$ cat src/include/spidergon_consts.svh
// spidergon node sizing constants: node count, flit widths, vc count, fifo depth, port counts
`ifndef SPIDERGON_CONSTS_SVH
`define SPIDERGON_CONSTS_SVH

// ring size and node id width
`define SPIDERGON_NUM_NODES 8
`define SPIDERGON_NODE_W 3

// flit data field, excludes kind and vc
`define SPIDERGON_DATA_W 16

// virtual channels per input port
`define SPIDERGON_NUM_VC 2
`define SPIDERGON_VC_W 1
`define SPIDERGON_FIFO_DEPTH 2 // flits held by one vc

// anticlockwise, clockwise, across
`define SPIDERGON_NUM_IN 3
`define SPIDERGON_NUM_OUT 4 // neighbours plus cpu ejection

// head flit data is dest, src, then this many payload bits
`define SPIDERGON_HEAD_PAYLOAD_W 10

`endif

$ cat src/verilog/spidergon_pkg.sv
// flit, node id and direction types plus spidergon routing and head field helpers
`default_nettype none

`include "spidergon_consts.svh"

package spidergon_pkg;

	// top two bits of every flit
	typedef enum logic [1:0]
	{
		FLIT_TAIL = 2'b00,
		FLIT_HEAD = 2'b01,
		FLIT_BODY = 2'b10,
		FLIT_SINGLE = 2'b11 // one-flit packet, head and tail at once
	} flit_kind_e;

	typedef logic [`SPIDERGON_NODE_W-1:0] node_id_t;

	// port index, shared by inputs and the first three outputs
	typedef enum logic [1:0]
	{
		DIR_ACW = 2'd0,
		DIR_CW = 2'd1,
		DIR_ACROSS = 2'd2,
		DIR_LOCAL = 2'd3
	} dir_e;

	typedef struct packed
	{
		flit_kind_e kind;
		logic [`SPIDERGON_VC_W-1:0] vc; // vc index at the sending node
		logic [`SPIDERGON_DATA_W-1:0] data; // head: {dest, src, payload}
	} flit_t;

	// shortest path on the ring, across covers the three far nodes
	function automatic dir_e route_dir(node_id_t dest, node_id_t cur);
		node_id_t rel;
		rel = node_id_t'((int'(dest) + `SPIDERGON_NUM_NODES - int'(cur)) % `SPIDERGON_NUM_NODES);
		case (rel)
			3'd0: return DIR_LOCAL;
			3'd1, 3'd2: return DIR_CW;
			3'd6, 3'd7: return DIR_ACW;
			default: return DIR_ACROSS; // distance 3..5
		endcase
	endfunction

	// dest sits right above the source id
	function automatic node_id_t head_dest(flit_t f);
		return f.data[`SPIDERGON_HEAD_PAYLOAD_W + `SPIDERGON_NODE_W +: `SPIDERGON_NODE_W];
	endfunction

	function automatic logic is_head_kind(flit_kind_e k);
		return (k == FLIT_HEAD) || (k == FLIT_SINGLE);
	endfunction

endpackage

`default_nettype wire

$ cat src/verilog/rr_arbiter.sv
// round-robin arbiter with one-hot grant and rotating priority pointer
`timescale 1ns/1ps
`default_nettype none

module rr_arbiter
#(
	parameter int N = 2
)
(
	input wire clk,
	input wire reset,
	input wire [N-1:0] req,
	output logic [N-1:0] grant
);

	localparam int PTR_W = (N > 1) ? $clog2(N) : 1;

	logic [PTR_W-1:0] ptr; // highest priority index this cycle
	logic [PTR_W-1:0] win; // index of the granted requester
	logic found;
	int idx;

	// scan from ptr upwards with wrap, first requester wins
	always_comb
	begin
		grant = '0;
		win = ptr;
		found = 1'b0;
		idx = 0;
		for (int i = 0; i < N; i++)
		begin
			idx = (int'(ptr) + i) % N;
			if (!found && req[idx])
			begin
				grant[idx] = 1'b1;
				win = PTR_W'(idx);
				found = 1'b1;
			end
		end
	end

	// winner drops to lowest priority
	always_ff @(posedge clk)
	begin
		if (reset)
			ptr <= '0;
		else if (found)
			ptr <= (int'(win) == N - 1) ? '0 : win + 1'b1;
	end

endmodule

`default_nettype wire

$ cat src/verilog/output_port.sv
// output port: vc arbitration, wormhole lock, stall hold-off and registered flit output
`timescale 1ns/1ps
`default_nettype none

`include "spidergon_consts.svh"

module output_port import spidergon_pkg::*;
#(
	parameter dir_e OUT_DIR = DIR_LOCAL,
	localparam int NUM_REQ = `SPIDERGON_NUM_IN * `SPIDERGON_NUM_VC,
	localparam int IDX_W = $clog2(NUM_REQ)
)
(
	input wire clk,
	input wire reset,
	input wire stall, // downstream hold-off level
	input wire flit_t [NUM_REQ-1:0] head_flit,
	input wire [NUM_REQ-1:0] nonempty,
	input wire dir_e [NUM_REQ-1:0] route,
	output logic [NUM_REQ-1:0] grant,
	output flit_t out_flit,
	output logic out_valid
);

	logic [NUM_REQ-1:0] req;
	logic locked; // a packet is mid-flight on this output
	logic [IDX_W-1:0] lock_idx;
	logic [IDX_W-1:0] win_idx;
	flit_t win_flit;
	logic any_grant;

	// while locked only the owning vc competes
	always_comb
	begin
		for (int i = 0; i < NUM_REQ; i++)
		begin
			req[i] = nonempty[i] && (route[i] == OUT_DIR) && !stall &&
				(!locked || lock_idx == IDX_W'(i));
		end
	end

	rr_arbiter #(.N(NUM_REQ)) u_out_arb
	(
		.clk(clk),
		.reset(reset),
		.req(req),
		.grant(grant)
	);

	assign any_grant = |grant;

	// one-hot mux of the winning vc head
	always_comb
	begin
		win_idx = '0;
		win_flit = '0;
		for (int i = 0; i < NUM_REQ; i++)
		begin
			if (grant[i])
			begin
				win_idx = IDX_W'(i);
				win_flit = head_flit[i];
			end
		end
	end

	always_ff @(posedge clk)
	begin
		if (reset)
		begin
			out_valid <= 1'b0;
			locked <= 1'b0;
			lock_idx <= '0;
		end
		else
		begin
			out_valid <= any_grant; // low one cycle after stall rises
			if (any_grant && win_flit.kind == FLIT_HEAD)
			begin
				locked <= 1'b1;
				lock_idx <= win_idx;
			end
			else if (any_grant && win_flit.kind == FLIT_TAIL)
				locked <= 1'b0; // packet done, reopen arbitration
		end
	end

	always_ff @(posedge clk)
	begin
		if (any_grant)
			out_flit <= win_flit;
	end

	// each input port pops at most one flit per grant
	a_grant_onehot: assert property (@(posedge clk) disable iff (reset)
		$onehot0(grant))
		else $error("output_port %0d: more than one vc granted", OUT_DIR);

	// body and tail only ever follow their own head
	a_body_in_lock: assert property (@(posedge clk) disable iff (reset)
		any_grant && (win_flit.kind == FLIT_BODY || win_flit.kind == FLIT_TAIL)
		|-> locked && win_idx == lock_idx)
		else $error("output_port %0d: body or tail outside its packet", OUT_DIR);

endmodule

`default_nettype wire

$ cat config.mk
export PLATFORM = sky130hd
export DESIGN_NAME = output_port
export DESIGN_NICKNAME = d
export VERILOG_FILES = /design/src/verilog/spidergon_pkg.sv /design/src/verilog/rr_arbiter.sv /design/src/verilog/output_port.sv
export VERILOG_INCLUDE_DIRS = /design/src /design/src/include
export SDC_FILE = /design/constraint.sdc
export NUM_CORES = 1
export LEC_CHECK = 0
export ABC_AREA = 1
export BUFFER_PORTS_ARGS = -buffer_cell sky130_fd_sc_hd__buf_2
export CAP_MARGIN = 25
export CORE_UTILIZATION = 38
export DETAILED_ROUTE_END_ITERATION = 12
export PLACE_DENSITY = 0.67
export SYNTH_ARGS = -nofsm -noshare
export SYNTH_HDL_FRONTEND = slang
export SYNTH_SLANG_ARGS = --single-unit
$ cat constraint.sdc
create_clock -name clk -period 4.6 [get_ports clk]
set_input_delay 0.23 -clock clk [delete_from_list [all_inputs] [get_ports clk]]
set_output_delay 0.23 -clock clk [all_outputs]
set_load 0.03 [all_outputs]
==> results.json <==
{
  "outcome": "finished with violations",
  "violations": "DRC",
  "routedWlPerCell_um": 14.46,
  "drc": 2,
  "min_path_type": "in -> reg",
  "cts.sinks": 27,
  "finalHoldViolCount": 0,
  "placed_cells": 886,
  "buffer_ports.inserted": 160,
  "synth_cells": 605,
  "finalInstanceArea_sq_um": 4768,
  "skew_ns": 0.002843,
  "critPathSlowestCell": "dfxtp_2",
  "nNetsFinal": 913,
  "grt_max_degree": 42,
  "rsz0062_at_grt": "no",
  "ant_nets": 0,
  "worstSetupEndpointType": "output port",
  "cp.required_ns": 4.37,
  "track_usage_pct": 23.57,
  "worstPathArrival_ns": 3.94,
  "clk_path_buf_depth": 2,
  "coreArea_sq_um": 9729,
  "cts-htree-levels": 1,
  "fp-row-count": 36,
  "vias_per_cell": 5.145,
  "cap_violations": 0,
  "synth_nets": 760,
  "diodes": 0,
  "ys_ff_latch": 27,
  "place_hpwl_um": 10690,
  "worstSetupPathType": "reg -> out",
  "grt_pass1_wl_um": 19080,
  "overflow": 0,
  "dp_slack_ns": 0.4383,
  "slowest_delay_ns": 0.43,
  "via_count": 4579,
  "cts_tree": "yes",
  "ys_types": 43,
  "min_path_cells": 3,
  "setup_slack_ns": 0.4312,
  "drtPass1Iterations": 11,
  "worstMarginPinSlew_ns": 0.8382,
  "layout.cells.non_filler": 890,
  "io_pins": 161,
  "drt-initial-drc-count": 302,
  "die_w_um": 102.0,
  "syn-cell-area_sq_um": 3801,
  "start_kind": "register",
  "seq_area_frac_synth_pct": 19.22,
  "die_h_um": 102.0,
  "finalSetupViolations": 0,
  "syn_to_final_growth_pct": 25.44,
  "ctsRootBufferMaster": "clkbuf_8",
  "postPlaceCellArea_sq_um": 4712,
  "wl_um": 12870,
  "grt_pass1_vias": 4058,
  "path_cells": "inv_2, ha_1, nand2_1, nand2_1, ha_1, o21ai_4, nand3_1, inv_1, nand2_2, nand2_1, nand2_1, nand2_1, nand2_1, nand2_1, nand2_1, nor2_4, nand2_1, nand2_1, nand2_1, nand2_1, buf_4, buf_2",
  "tns_ns": 0,
  "finalCritPeriodShare_pct": 90.63,
  "yosysWarnings": 0,
  "start_util_pct": 39.07,
  "antenna_found_initial": 0,
  "cp_max_fo": 11,
  "r2r_cells": 25,
  "cp_common_cell": "nand2_1",
  "drive_gt1_share_pct": 31.04,
  "max-slew-margin-rel_pct": 43.53,
  "syn_area_per_cell_sq_um": 6.283,
  "slew_viol_final": 0,
  "clk_pin_slew_ns": 0.11,
  "period_minus_slack_ns": 4.169,
  "clock_latency_ns": 0.28,
  "place_congestion": 0.9514,
  "dieArea_sq_um": 10410,
  "max_freq_ghz": 0.2399,
  "cts_buffers": 3
}
==> flip-flops by register name (all words and copies together), names as in the netlist <==
signal / cells
out_valid: 1
lock_idx: 3
out_flit: 19
locked: 1
u_out_arb.ptr: 3
==> per-layer routing <==
layer / vias up / track usage (%) / share of wire [%]
li1: 2327 / - / -
met1: 2069 / 30.38 / 43
met2: 167 / 42.02 / 49
met3: 16 / 2.394 / 6.4
met4: 0 / 5.824 / 2.0
met5: - / 0 / 0
==> worst max-delay path: cells and delay by family (launching register included) <==
kind	cells	cell delay, ns
AND/OR/NAND/NOR	15	1.72
flip-flops	1	0.43
buffers and inverters	4	0.69
adder cells (fa/ha/maj)	2	0.62
AO/OA/AOI/OAI	1	0.18
==> stage by stage <==
| stage | utilization, % | hold slack (ns) |
|---|---|---|
| 2_1_floorplan | - | 0.2991 |
| 3_3_place_gp | 48.43 | 0.5032 |
| 3_5_place_dp | 48.43 | 0.5103 |
| 4_1_cts | 48.95 | 0.2285 |
| 5_1_grt | 49.01 | 0.2313 |
| 6_report | 49.01 | 0.2322 |
==> final timing paths <==
path	startpoint	endpoint	slack (ns)
worst max-delay path	u_out_arb.ptr[2]	grant[0]	0.43
worst min-delay path	head_flit[107]	out_flit[12]	0.23
worst max register to register	u_out_arb.ptr[2]	out_flit[13]	0.50
worst min register to register	lock_idx[1]	lock_idx[1]	0.52
==> layout make-up <==
class                      instances  area (sq um)
fill                            1023          4961
multi-input combinational        493          2679
timing repair buffer             171         908.4
sequential                        27         732.0
inverter                          62         232.7
tap                              133         166.4
clock buffer                       3         41.29
clock inverter                     1         8.758
==> cells in the final DEF, fill, tap and decap left out, types with 3 or more instances in the layout <==
cell and instances:
nor3_1 7, nand3_2 8, nand2_4 8, a21oi_1 32, edfxtp_1 19, a22oi_1 17, nor2_1 69, buf_2 160
nand2_1 152, nand3_1 94, ha_1 20, buf_4 9, nor2_4 5, nand4_1 4, inv_1 50, o21ai_1 20
nand2_2 14, dfxtp_1 7, o21ai_0 12, clkbuf_8 3, o31ai_1 3, inv_2 12
==> what timing repair did <==
| item | in CTS | in global routing |
|---|---|---|
| resized for setup | 0 | 2 |
| hold buffers | 0 | 0 |
| setup buffers | 0 | 0 |
| setup endpoints to repair | 0 | 9 |
==> kinds of logic after synthesis <==
kind of cell,count (synthesis),synth area share (%)
AND/OR/NAND/NOR,372,47.00
AO/OA/AOI/OAI,99,16.29
flip-flops,27,19.22
adder cells (fa/ha/maj),20,6.583
XOR/XNOR,2,0.4609
buffers and inverters,85,10.43
==> synthesized netlist by cell type (all sizes together) <==
cell    count  area share [%]
a22oi      17             3.4
dfxtp       8             4.2
o22ai       1            0.16
or2         1            0.16
a21oi      35             5.3
o31ai       3            0.59
nand2     174              20
inv        62             6.1
edfxtp     19              15
o21ai      34             5.1
buf        21             4.1
o21a        2            0.39
nand4       4            0.66
nand3b      3             1.0
ha         20             6.6
a31oi       1            0.16
a21o        1            0.20
o221ai      2            0.46
nor2       77             9.2
nor3        8             1.2
xor2        2            0.46
and3        2            0.33
nand3     103              15
clkbuf      2            0.20
o211ai      2            0.39
a21boi      1            0.20
Power is not shown: default switching activity piles up to over one toggle a cycle in this logic, so the estimate is an artifact.
